File: src/verilog/ps_regs_pkg.sv
package ps_regs_pkg;

	localparam logic [7:0] REG_CTRL = 8'h00; // bit 0 parse enable
	localparam logic [7:0] REG_HDR_COUNT = 8'h01; // read only
	localparam logic [7:0] REG_ERR_COUNT = 8'h02; // read only
	localparam logic [7:0] REG_TABLE_BASE = 8'h10; // audio slots, then video

	// register port request, read data comes back a cycle later
	typedef struct packed {
		logic valid;
		logic write;
		logic [7:0] addr;
		logic [15:0] wdata;
	} reg_req_t;

endpackage

File: src/verilog/ps_syntax_pkg.sv
package ps_syntax_pkg;

	localparam logic [7:0] SYS_HEADER_CODE = 8'hBB; // system header stream id
	localparam logic [7:0] AUDIO_ID_BASE = 8'hC0; // first mpeg audio stream id
	localparam logic [7:0] VIDEO_ID_BASE = 8'hE0; // first mpeg video stream id
	localparam logic [15:0] FIXED_FIELD_BYTES = 16'd6; // rate, flags and reserved

	// raw byte as it arrives on the input port
	typedef struct packed {
		logic [7:0] data;
	} byte_beat_t;

	// byte after start code detection
	typedef struct packed {
		logic [7:0] data;
		logic is_code; // stream id right after 00 00 01
		logic in_unit; // belongs to the unit after the last code
	} tagged_beat_t;

	// one parsed system header
	typedef struct packed {
		logic [15:0] header_len;
		logic [23:0] rate_bound; // raw, marker bits kept
		logic [15:0] flags;
		logic [7:0] reserved;
		logic [7:0] entry_count; // p-std entries seen
	} sys_header_t;

	// one stream table slot
	typedef struct packed {
		logic present;
		logic buf_scale;
		logic [12:0] buf_size;
	} pstd_entry_t;

endpackage

File: src/verilog/elastic_fifo.sv
`timescale 1ns/1ns

module elastic_fifo #(
	parameter type payload_t = logic [7:0],
	parameter int FIFO_DEPTH = 4,
	localparam int PTR_W = (FIFO_DEPTH > 1) ? $clog2(FIFO_DEPTH) : 1,
	localparam int CNT_W = $clog2(FIFO_DEPTH + 1)
) (
	input logic enable,
	input logic reset,
	input payload_t s_data,
	input logic s_valid,
	output logic s_ready,
	output payload_t m_data,
	output logic m_valid,
	input logic m_ready
);
	payload_t mem [FIFO_DEPTH];
	logic [PTR_W-1:0] wr_ptr_q;
	logic [PTR_W-1:0] rd_ptr_q;
	logic [CNT_W-1:0] count_q;
	logic live_q; // ready stays low for one cycle out of reset
	logic push;
	logic pop;

	assign s_ready = live_q && (count_q != CNT_W'(FIFO_DEPTH));
	assign m_valid = (count_q != '0);
	assign m_data = mem[rd_ptr_q];
	assign push = s_valid && s_ready;
	assign pop = m_valid && m_ready;

	always_ff @(posedge enable) begin
		if (push) begin
			mem[wr_ptr_q] <= s_data;
		end
	end

	always_ff @(posedge enable) begin
		if (reset) begin
			wr_ptr_q <= '0;
			rd_ptr_q <= '0;
			count_q <= '0;
			live_q <= 1'b0;
		end else begin
			live_q <= 1'b1;
			if (push) begin
				wr_ptr_q <= (wr_ptr_q == PTR_W'(FIFO_DEPTH - 1)) ? '0 : wr_ptr_q + 1'b1;
			end
			if (pop) begin
				rd_ptr_q <= (rd_ptr_q == PTR_W'(FIFO_DEPTH - 1)) ? '0 : rd_ptr_q + 1'b1;
			end
			count_q <= count_q + CNT_W'(push) - CNT_W'(pop); // both at once keeps level
		end
	end

endmodule

File: src/verilog/ps_header_top.sv
`timescale 1ns/1ns

module ps_header_top import ps_syntax_pkg::*, ps_regs_pkg::*; #(
	parameter int AUDIO_SLOTS = 4,
	parameter int VIDEO_SLOTS = 4,
	parameter int FIFO_DEPTH = 4,
	localparam int SLOTS = AUDIO_SLOTS + VIDEO_SLOTS,
	localparam int SLOT_W = (SLOTS > 1) ? $clog2(SLOTS) : 1
) (
	input logic enable,
	input logic reset,
	input byte_beat_t in_beat,
	input logic in_valid,
	output logic in_ready,
	output sys_header_t hdr_out,
	output logic hdr_valid,
	input logic hdr_ready,
	input reg_req_t reg_req,
	output logic [15:0] reg_rdata
);
	byte_beat_t fifo_beat;
	logic fifo_valid;
	logic fifo_ready;
	tagged_beat_t tag_beat;
	logic tag_valid;
	logic tag_ready;
	sys_header_t rec;
	logic rec_valid;
	logic rec_ready;
	logic parse_enable;
	logic entry_we;
	logic [SLOT_W-1:0] entry_slot;
	pstd_entry_t entry;
	logic hdr_done;
	logic err;

	elastic_fifo #(.payload_t(byte_beat_t), .FIFO_DEPTH(FIFO_DEPTH)) in_fifo (
		.enable(enable), .reset(reset),
		.s_data(in_beat), .s_valid(in_valid), .s_ready(in_ready),
		.m_data(fifo_beat), .m_valid(fifo_valid), .m_ready(fifo_ready)
	);

	start_code_detector detector_i (
		.enable(enable), .reset(reset),
		.s_beat(fifo_beat), .s_valid(fifo_valid), .s_ready(fifo_ready),
		.m_beat(tag_beat), .m_valid(tag_valid), .m_ready(tag_ready)
	);

	system_header_parser #(.AUDIO_SLOTS(AUDIO_SLOTS), .VIDEO_SLOTS(VIDEO_SLOTS)) parser_i (
		.enable(enable), .reset(reset),
		.s_beat(tag_beat), .s_valid(tag_valid), .s_ready(tag_ready),
		.parse_enable(parse_enable),
		.m_hdr(rec), .m_valid(rec_valid), .m_ready(rec_ready),
		.entry_we(entry_we), .entry_slot(entry_slot), .entry(entry),
		.hdr_done(hdr_done), .err(err)
	);

	elastic_fifo #(.payload_t(sys_header_t), .FIFO_DEPTH(FIFO_DEPTH)) hdr_fifo (
		.enable(enable), .reset(reset),
		.s_data(rec), .s_valid(rec_valid), .s_ready(rec_ready),
		.m_data(hdr_out), .m_valid(hdr_valid), .m_ready(hdr_ready)
	);

	stream_table_regs #(.AUDIO_SLOTS(AUDIO_SLOTS), .VIDEO_SLOTS(VIDEO_SLOTS)) regs_i (
		.enable(enable), .reset(reset),
		.reg_req(reg_req), .reg_rdata(reg_rdata),
		.parse_enable(parse_enable),
		.entry_we(entry_we), .entry_slot(entry_slot), .entry(entry),
		.hdr_done(hdr_done), .err(err)
	);

endmodule

File: src/verilog/start_code_detector.sv
`timescale 1ns/1ns

module start_code_detector import ps_syntax_pkg::*; (
	input logic enable,
	input logic reset,
	input byte_beat_t s_beat,
	input logic s_valid,
	output logic s_ready,
	output tagged_beat_t m_beat,
	output logic m_valid,
	input logic m_ready
);
	logic [1:0] zero_cnt_q; // saturates at two
	logic armed_q; // prefix seen, next byte is the stream id
	logic unit_q; // inside the unit after a code
	logic xfer;
	logic prefix_end;

	assign xfer = s_valid && m_ready;

	// 01 byte that completes a 00 00 01 prefix
	assign prefix_end = !armed_q && (zero_cnt_q == 2'd2) && (s_beat.data == 8'h01);

	// no storage on the data path
	assign s_ready = m_ready;
	assign m_valid = s_valid;
	assign m_beat.data = s_beat.data;
	assign m_beat.is_code = armed_q;
	assign m_beat.in_unit = unit_q && !prefix_end; // 01 marks end of previous unit

	always_ff @(posedge enable) begin
		if (reset) begin
			zero_cnt_q <= 2'd0;
			armed_q <= 1'b0;
			unit_q <= 1'b0;
		end else if (xfer) begin
			if (armed_q) begin
				armed_q <= 1'b0;
				unit_q <= 1'b1;
				zero_cnt_q <= (s_beat.data == 8'h00) ? 2'd1 : 2'd0; // id 00 may start a prefix
			end else if (prefix_end) begin
				armed_q <= 1'b1;
				unit_q <= 1'b0;
				zero_cnt_q <= 2'd0;
			end else if (s_beat.data == 8'h00) begin
				if (zero_cnt_q != 2'd2) begin
					zero_cnt_q <= zero_cnt_q + 2'd1;
				end
			end else begin
				zero_cnt_q <= 2'd0;
			end
		end
	end

endmodule

File: src/verilog/stream_table_regs.sv
`timescale 1ns/1ns

module stream_table_regs import ps_syntax_pkg::*, ps_regs_pkg::*; #(
	parameter int AUDIO_SLOTS = 4,
	parameter int VIDEO_SLOTS = 4,
	localparam int SLOTS = AUDIO_SLOTS + VIDEO_SLOTS,
	localparam int SLOT_W = (SLOTS > 1) ? $clog2(SLOTS) : 1
) (
	input logic enable,
	input logic reset,
	input reg_req_t reg_req,
	output logic [15:0] reg_rdata,
	output logic parse_enable,
	input logic entry_we,
	input logic [SLOT_W-1:0] entry_slot,
	input pstd_entry_t entry,
	input logic hdr_done,
	input logic err
);
	pstd_entry_t table_q [SLOTS];
	logic ctrl_q;
	logic [15:0] hdr_cnt_q;
	logic [15:0] err_cnt_q;
	logic [7:0] tbl_off;
	logic tbl_hit;
	pstd_entry_t sel_entry;
	logic [15:0] rd_val;

	assign parse_enable = ctrl_q;
	assign tbl_off = reg_req.addr - REG_TABLE_BASE;
	assign tbl_hit = (reg_req.addr >= REG_TABLE_BASE) && (tbl_off < SLOTS);
	assign sel_entry = table_q[SLOT_W'(tbl_off)];

	always_comb begin
		case (reg_req.addr)
			REG_CTRL: rd_val = {15'd0, ctrl_q};
			REG_HDR_COUNT: rd_val = hdr_cnt_q;
			REG_ERR_COUNT: rd_val = err_cnt_q;
			// slot layout: present 15, scale 14, size 12:0
			default: rd_val = tbl_hit ?
				{sel_entry.present, sel_entry.buf_scale, 1'b0, sel_entry.buf_size} : 16'h0000;
		endcase
	end

	always_ff @(posedge enable) begin
		if (reset) begin
			ctrl_q <= 1'b1; // parsing on out of reset
			hdr_cnt_q <= 16'd0;
			err_cnt_q <= 16'd0;
			reg_rdata <= 16'd0;
			for (int i = 0; i < SLOTS; i++) begin
				table_q[i] <= '0;
			end
		end else begin
			if (reg_req.valid && !reg_req.write) begin
				reg_rdata <= rd_val;
			end
			if (reg_req.valid && reg_req.write && (reg_req.addr == REG_CTRL)) begin
				ctrl_q <= reg_req.wdata[0];
			end
			if (entry_we) begin
				table_q[entry_slot] <= entry;
			end
			if (hdr_done) begin
				hdr_cnt_q <= hdr_cnt_q + 16'd1; // wraps
			end
			if (err) begin
				err_cnt_q <= err_cnt_q + 16'd1;
			end
		end
	end

endmodule

File: src/verilog/system_header_parser.sv
`timescale 1ns/1ns

module system_header_parser import ps_syntax_pkg::*; #(
	parameter int AUDIO_SLOTS = 4,
	parameter int VIDEO_SLOTS = 4,
	localparam int SLOTS = AUDIO_SLOTS + VIDEO_SLOTS,
	localparam int SLOT_W = (SLOTS > 1) ? $clog2(SLOTS) : 1
) (
	input logic enable,
	input logic reset,
	input tagged_beat_t s_beat,
	input logic s_valid,
	output logic s_ready,
	input logic parse_enable,
	output sys_header_t m_hdr,
	output logic m_valid,
	input logic m_ready,
	output logic entry_we,
	output logic [SLOT_W-1:0] entry_slot,
	output pstd_entry_t entry,
	output logic hdr_done,
	output logic err
);
	typedef enum logic [1:0] {
		ST_IDLE,
		ST_FIXED,
		ST_ENTRY
	} state_t;

	state_t state_q;
	logic [2:0] idx_q; // byte within the fixed fields
	logic [1:0] grp_q; // byte within a p-std entry
	logic [15:0] remain_q; // entry bytes still to come
	logic slot_hit_q; // current id maps to a table slot
	logic [SLOT_W-1:0] slot_q;
	logic [7:0] b1_q; // scale and size msbs of current entry
	sys_header_t hdr_q;
	logic [15:0] len;
	logic len_bad;
	logic at_last;
	logic bad_byte;
	logic push_ok;
	logic xfer;
	logic id_audio;
	logic id_video;
	logic [SLOT_W-1:0] id_slot;

	assign len = {hdr_q.header_len[15:8], s_beat.data};
	assign len_bad = (len < FIXED_FIELD_BYTES) || ((len - FIXED_FIELD_BYTES) % 16'd3 != 16'd0);
	assign at_last = ((state_q == ST_FIXED) && (idx_q == 3'd7) && (remain_q == 16'd0)) ||
		((state_q == ST_ENTRY) && (remain_q == 16'd1));
	assign bad_byte = !s_beat.in_unit || // new start code inside the header
		((state_q == ST_FIXED) && (idx_q == 3'd1) && len_bad) ||
		((state_q == ST_ENTRY) && (grp_q == 2'd0) && !s_beat.data[7]);
	assign push_ok = at_last && !bad_byte;

	assign s_ready = push_ok ? m_ready : 1'b1; // stall only on the closing byte
	assign xfer = s_valid && s_ready;
	assign m_valid = s_valid && push_ok;
	assign hdr_done = m_valid && m_ready;
	assign err = xfer && (state_q != ST_IDLE) && bad_byte;

	assign id_audio = (s_beat.data >= AUDIO_ID_BASE) && (s_beat.data < AUDIO_ID_BASE + AUDIO_SLOTS);
	assign id_video = (s_beat.data >= VIDEO_ID_BASE) && (s_beat.data < VIDEO_ID_BASE + VIDEO_SLOTS);
	assign id_slot = id_audio ? SLOT_W'(s_beat.data - AUDIO_ID_BASE) :
		SLOT_W'(AUDIO_SLOTS + (s_beat.data - VIDEO_ID_BASE));

	assign entry_we = xfer && (state_q == ST_ENTRY) && (grp_q == 2'd2) && !bad_byte && slot_hit_q;
	assign entry_slot = slot_q;
	assign entry.present = 1'b1;
	assign entry.buf_scale = b1_q[5];
	assign entry.buf_size = {b1_q[4:0], s_beat.data};

	always_comb begin
		m_hdr = hdr_q;
		if (state_q == ST_FIXED) begin
			m_hdr.reserved = s_beat.data; // reserved byte closes a header without entries
		end else begin
			m_hdr.entry_count = hdr_q.entry_count + 8'd1;
		end
	end

	always_ff @(posedge enable) begin
		if (reset) begin
			state_q <= ST_IDLE;
			idx_q <= 3'd0;
			grp_q <= 2'd0;
			remain_q <= 16'd0;
			slot_hit_q <= 1'b0;
		end else if (xfer) begin
			case (state_q)
				ST_IDLE: begin
					if (s_beat.is_code && (s_beat.data == SYS_HEADER_CODE) && parse_enable) begin
						state_q <= ST_FIXED;
						idx_q <= 3'd0;
						hdr_q.entry_count <= 8'd0;
					end
				end
				ST_FIXED: begin
					idx_q <= idx_q + 3'd1;
					case (idx_q)
						3'd0: hdr_q.header_len[15:8] <= s_beat.data; // big endian
						3'd1: begin
							hdr_q.header_len[7:0] <= s_beat.data;
							remain_q <= len - FIXED_FIELD_BYTES;
						end
						3'd2: hdr_q.rate_bound[23:16] <= s_beat.data;
						3'd3: hdr_q.rate_bound[15:8] <= s_beat.data;
						3'd4: hdr_q.rate_bound[7:0] <= s_beat.data;
						3'd5: hdr_q.flags[15:8] <= s_beat.data;
						3'd6: hdr_q.flags[7:0] <= s_beat.data;
						default: begin
							hdr_q.reserved <= s_beat.data;
							grp_q <= 2'd0;
							state_q <= (remain_q == 16'd0) ? ST_IDLE : ST_ENTRY;
						end
					endcase
					if (bad_byte) begin
						state_q <= ST_IDLE;
					end
				end
				ST_ENTRY: begin
					remain_q <= remain_q - 16'd1;
					case (grp_q)
						2'd0: begin
							slot_hit_q <= id_audio || id_video; // b8, b9 and others dropped
							slot_q <= id_slot;
							grp_q <= 2'd1;
						end
						2'd1: begin
							b1_q <= s_beat.data;
							grp_q <= 2'd2;
						end
						default: begin
							grp_q <= 2'd0;
							hdr_q.entry_count <= hdr_q.entry_count + 8'd1;
							if (at_last) begin
								state_q <= ST_IDLE;
							end
						end
					endcase
					if (bad_byte) begin
						state_q <= ST_IDLE;
					end
				end
				default: state_q <= ST_IDLE;
			endcase
		end
	end

endmodule
File: config.mk
export PLATFORM = sky130hd
export DESIGN_NAME = ps_header_top
export DESIGN_NICKNAME = d
export VERILOG_FILES = /design/src/verilog/ps_regs_pkg.sv /design/src/verilog/ps_syntax_pkg.sv /design/src/verilog/elastic_fifo.sv /design/src/verilog/ps_header_top.sv /design/src/verilog/start_code_detector.sv /design/src/verilog/stream_table_regs.sv /design/src/verilog/system_header_parser.sv
export SDC_FILE = /design/constraint.sdc
export NUM_CORES = 1
export LEC_CHECK = 0
export BUFFER_PORTS_ARGS = -buffer_cell sky130_fd_sc_hd__buf_2
export CAP_MARGIN = 40
export CORE_MARGIN = 1.5
export CORE_UTILIZATION = 55
export CTS_BUF_LIST = sky130_fd_sc_hd__clkbuf_8
export CTS_CLUSTER_SIZE = 40
export DETAILED_ROUTE_END_ITERATION = 10
export MAX_ROUTING_LAYER = met4
export PLACE_DENSITY_LB_ADDON = 0.08
export REMOVE_ABC_BUFFERS = 1
export SETUP_SLACK_MARGIN = 0.2
export SLEW_MARGIN = 10
export SYNTH_ARGS = -nofsm -noshare
export SYNTH_HDL_FRONTEND = slang
export SYNTH_SLANG_ARGS = --single-unit
File: constraint.sdc
create_clock -name enable -period 46.9 [get_ports enable]
set_clock_uncertainty 0.2 [all_clocks]
set_input_delay 4.69 -clock enable [delete_from_list [all_inputs] [get_ports enable]]
set_output_delay 4.69 -clock enable [all_outputs]
set_load 0.01 [all_outputs]
# --- Word level (Yosys, flattened, before mapping) ---
# Memory sizes are Yosys's and may differ from the RTL's. A register that Yosys moved wholly into a read port is not among the register bits.
# Index checks and enable logic that the tools add are counted.
op_classes:
  n_addsub: 19
  div: 1
  n_lt_le_gt_ge: 7
  n_eq_ne: 32
  mux: 54
  bitwise_logic: 2
  n_reduce_logical: 78
ops:
  columns: ["op", "count"]
  rows:
  - ["$pmux W16 S3", 1]
  - ["$mux W2", 20]
  - ["$reduce_and A4 Y1", 10]
  - ["$add A16 B1 Y16 const B", 2]
  - ["$logic_and A1 B1 Y1", 32]
  - ["$mux W16", 2]
  - ["$mux W8", 4]
  - ["$pmux W16 S2", 1]
  - ["$mux W1", 17]
  - ["$eq A16 B1 Y1 const B", 1]
  - ["$eq A8 B1 Y1 const B", 2]
  - ["$ge A8 B8 Y1 const B", 2]
  - ["$logic_not A16 Y1", 1]
  - ["$logic_not A8 Y1", 2]
  - ["$lt A16 B3 Y1 const B", 1]
  - ["$lt A8 B8 Y1 const B", 2]
  - ["$mod A16 B2 Y16 const B", 1]
  - ["$pmux W8 S2", 1]
  - ["$reduce_bool A16 Y1", 1]
  - ["$sub A16 B1 Y16 const B", 1]
  - ["$sub A16 B3 Y16 const B", 1]
  - ["$mux W15", 1]
  - ["$reduce_or A15 Y1", 1]
  - ["$eq A2 B2 Y1 const B", 7]
  - ["38 further kinds", 79]
totals:
  reg_bits: 173
  ramBits: 440
  in_bits: 38
  out_inout_bits: 90
  elab_cells: 226
  mem_count: 3
memory_table:
  columns: ["name", "words", "width", "read_ports", "rd_ports_with_merged_regs", "write_ports", "line", "text"]
  rows:
  - ["hdr_fifo.mem", 4, 72, 1, 1, 1, "elastic_fifo.sv:18", "payload_t mem [FIFO_DEPTH];"]
  - ["regs_i.table_q", 8, 15, 1, 0, 8, "stream_table_regs.sv:20", "pstd_entry_t table_q [SLOTS];"]
  - ["in_fifo.mem", 4, 8, 1, 1, 1, "elastic_fifo.sv:18", null]

# --- Longest topological paths before layout ---
depth:
  ltp_word: 21
  depth_mapped: 71

# --- Hierarchy ---
# From an unflattened synthesis, not the netlist that was laid out.
hier_totals:
  hier_cells: 1874
  hier_area_um2: 27567.7
by_module_without_submodules:
  columns: ["mod", "n_inst", "cells_per_inst", "area_per_inst_um2", "seq_area_each_um2"]
  rows:
  - ["elastic_fifo at hdr_fifo", 1, 431, 10980.5, 8848.5]
  - ["stream_table_regs", 1, 597, 7767.4, 4584.4]
  - ["system_header_parser", 1, 710, 6792.8, 2912.8]
  - ["elastic_fifo at in_fifo", 1, 97, 1667.8, 1161.1]
  - ["start_code_detector", 1, 39, 359.1, 80.1]

# --- Least setup slack after synthesis ---
# OpenSTA, ideal clock, no wires.
synth_path:
  path_kind: "register to register"
  start: "register with a tool-made name"
  end: "memory hdr_fifo.mem[0][0] (netlist bit), enable pin"
  setup_time_ns: 0.438
  arrival_time_ns: 14.955
  setup_slack_ns: 31.306
  stages_incl_launch_ff: 60
  path_buffers: 12
  cell_sequence: "dfxtp_1 buf_6 buf_6 mux2_1 o21ai_1 inv_2 buf_2 ha_1 clkbuf_1 or4_1 or4_4 and4_1 nor3_2 a211oi_1 o31ai_1 o31ai_1 a21oi_1 buf_2 (+24 left out) nor2_1 o21ai_0 ha_1 inv_1 o211ai_1 nor3_1 xnor2_1 ha_1 nor2_1 mux2_4 o31a_1 nor4_1 o22a_1 o21ai_2 buf_6 a21oi_1 buf_2 and2_1"
synth_rtl:
  columns: ["item", "line"]
  rows:
  - ["end, declared", "elastic_fifo.sv:18"]

==> reports/qor.txt <==
port buffer count: 112
Rel. slew slack: 38.1%
status: finished, final reports clean
synthesized instance count: 2447
max incr delay on CP: 0.75 ns
DR WL met3: 5250 µm
multiplexer share of the synthesized area: 9.65%
Setup WS post-layout: 27.90 ns
Post-Route WL: 76300 µm
most frequent cells in the layout: 513 x edfxtp_1, 261 x nor2_1, 146 x nand2_1
cts bufs inserted: 97
Top Metal Used: met4
Seq. cell area: 0.0175 mm²
largest family of logic cells by synthesized area: compound AO/OA/AOI/OAI gates
Min Clock Period, post-route: 19.00 ns
DR WL/cell: 22.5 µm
Metal-1 WL: 33000 µm
CP Buf/Inv Count: 5
unrepaired setup endpoints after global routing: no
final-report setup violation count: 0
WP data arrival: 19.13 ns
first-pass GRT wire length: 117000 µm
DR vias/cell: 6.36
register area share after synthesis: 57.0%
Pwr Density: 77.1 mW/mm²
Clock transition at path regs: 0.06 ns
CTS H-tree lvls: 3
syn avg cell area: 12.5 µm²
Die Ht: 239 µm
Synth Register Bits: 617
P&R area growth vs syn: 10.4%
Clk Latency, worst-skew pair: 0.71 ns
slew of the pin with the lowest slew margin: 0.925 ns
GRT Overall Usage: 27.4%
die area: 0.0572 mm²
CTS sink cnt: 617
DR iter-0 viols: 2178
crit path max fanout: 40
Crit-path slowest cell: o311a_1
number of global-route vias before repair: 20800
First-pass DRT Iterations: 7
Hold/Removal Path Class: reg -> reg
Leakage Power: 11.7 nW
DRC viols: 0
Crit. End Element: flip-flop
die width: 239 µm
crit-path leading delay family: compound AO/OA/AOI/OAI gates
dpl ws: 28.36 ns
post-synthesis simple-gate area fraction: 13.3%
Synth Area in Compound Gates: 13.3%
dominant synthesized flop cell: edfxtp_1
fin nets: 2645
Post-DP HPWL: 49700 µm
mapped cell area: 0.0307 mm²
Fmax: 52.6 MHz
largest net degree at the start of global routing: 56
CTS tree: done
Worst Path Required: 47.03 ns
worst vdd ir: 0.0867 mV
Core Rows: 86
Final Instance Area: 0.0339 mm²
setup TNS: 0 ns
Max Cap Viol: 0
Post CTS Setup Buffer Count: 0
Startpoint Class: flip-flop
Post-synth ARST share: 0%
layout cells sized above 1: 19.5%
Starting Density: 55.7%
Yosys warning total: 0
Final Hold Fails: 0
Slew Viols, Final: 0
DR vias: 21600
total design power: 2.61 mW
# IOs: 128
CTS Buffer Depth: 3
CTS Hold Buffers Added: 0
distinct cell type count after synthesis: 124
DRT antenna net count: 0
number of antenna violations at the first check in global routing: 2
WL met2: 36300 µm
final period utilization: 40.5%
Synth Area in XOR/XNOR: 2.17%
core box area: 0.0551 mm²
Multi-input gate area: 0.0123 mm²
Synth Area in Adders: 1.47%
most common cell after layout, fill and taps aside: edfxtp_1
clk root buf: clkbuf_8
post_cts resized: 0
DP Area: 0.0321 mm²
gpl congestion: 0.919
Congestion Overflow GR: 0
Post-synth EDFFs: 513
kind of critical path: reg -> reg
fillers: 4328
[cell type report]
| cell class | instances | area share (%) |
|---|---|---|
| Timing Repair Buffer | 175 | 3.39 |
| Sequential cell | 617 | 51.6 |
| Clock buffer | 98 | 3.98 |
| Inverter | 72 | 0.805 |
| Antenna cell | 1 | 0.00738 |
| Tap cell | 748 | 2.76 |
| Clock inverter | 74 | 1.16 |
| Multi-Input combinational cell | 1610 | 36.3 |
[cell usage after synthesis, drive strengths merged, types with 12 or more instances]
| library cell | number | area share [%] |
|---|---|---|
| o41ai | 13 | 0.43 |
| nor2 | 261 | 3.2 |
| buf | 58 | 1.1 |
| a211oi | 32 | 0.86 |
| o21ai | 84 | 1.5 |
| ha | 32 | 1.3 |
| o21a | 17 | 0.42 |
| a211o | 13 | 0.37 |
| or3 | 25 | 0.53 |
| and2 | 28 | 0.57 |
| mux2 | 28 | 1.1 |
| o22ai | 12 | 0.24 |
| or4 | 23 | 0.60 |
| mux2i | 31 | 1.1 |
| o311ai | 12 | 0.34 |
| xor2 | 19 | 0.54 |
| inv | 72 | 0.89 |
| xnor2 | 54 | 1.6 |
| o31ai | 34 | 0.83 |
| nor4 | 35 | 0.77 |
| a21o | 21 | 0.51 |
| mux4 | 102 | 7.5 |
| nor3 | 68 | 1.3 |
| nand4 | 28 | 0.79 |
| edfxtp | 513 | 50 |
| nor2b | 13 | 0.27 |
| nand2 | 149 | 1.8 |
| a21oi | 102 | 1.7 |
| clkbuf | 90 | 1.1 |
| a31oi | 24 | 0.49 |
| nand3 | 72 | 1.2 |
| dfxtp | 104 | 6.8 |
| a2111oi | 12 | 0.38 |
| o211ai | 21 | 0.53 |
| and3 | 29 | 0.59 |
| a222oi | 16 | 0.52 |
| a22o | 18 | 0.51 |
[routing by layer]
metal  up-vias  track usage [%]
met1     10800             37.1
met4         0             7.92
met5         -                -
met3       131             4.74
met2       794             43.0
li1       9867                -
[power breakdown]
part / internal, mW / switching (mW)
clock network: 0.206 / 0.206
registers: 0.610 / 0.0134
logic: 0.556 / 1.02
total: 1.37 / 1.24
[worst min-delay path, delay by kind of cell, from the launching register on]
kind            cells  cell delay, ns
compound gates      1            0.05
buf+inv             1            0.05
flops               1            0.31
[registers in the layout (all words and copies together), names as in the netlist, 3 cells and up, named ones only]
signal,count
parser_i.b1_q,6
regs_i.hdr_cnt_q,16
parser_i.remain_q,16
hdr_fifo.mem,288
hdr_fifo.count_q,3
parser_i.entry_slot,3
regs_i.table_q,120
parser_i.idx_q,3
regs_i.err_cnt_q,16
regs_i.reg_rdata,16
in_fifo.mem,32
parser_i.m_hdr,56
parser_i.hdr_q,16
in_fifo.count_q,3
[final timing paths]
path         slack (ns)  cells past startpoint                   from                    end
max               27.90                     51              flip-flop   regs_i.table_q[2][0]
min                0.25                      2  regs_i.table_q[4][14]  regs_i.table_q[4][14]
max reg2reg       27.90                     51              flip-flop   regs_i.table_q[2][0]
min reg2reg        0.25                      2  regs_i.table_q[4][14]  regs_i.table_q[4][14]
[cell families after synthesis]
logic type      after synthesis
compound gates              550
xor+xnor                     73
fa+ha+maj                    35
buf+inv                     220
flops                       617
mux                         161
simple gates                791
[stage by stage]
step / hold slack (ns) / util (%) / std cells
finish: 0.246 / 61.5 / 3395
global route: 0.274 / 61.5 / 3395
global placement: 0.234 / 57.9 / 3202
CTS: 0.248 / 61.5 / 3393
detailed placement: 0.240 / 58.3 / 3221
floorplan: 0.219 / - / 2299
No activity file was read; power rests on OpenSTA's default activity.
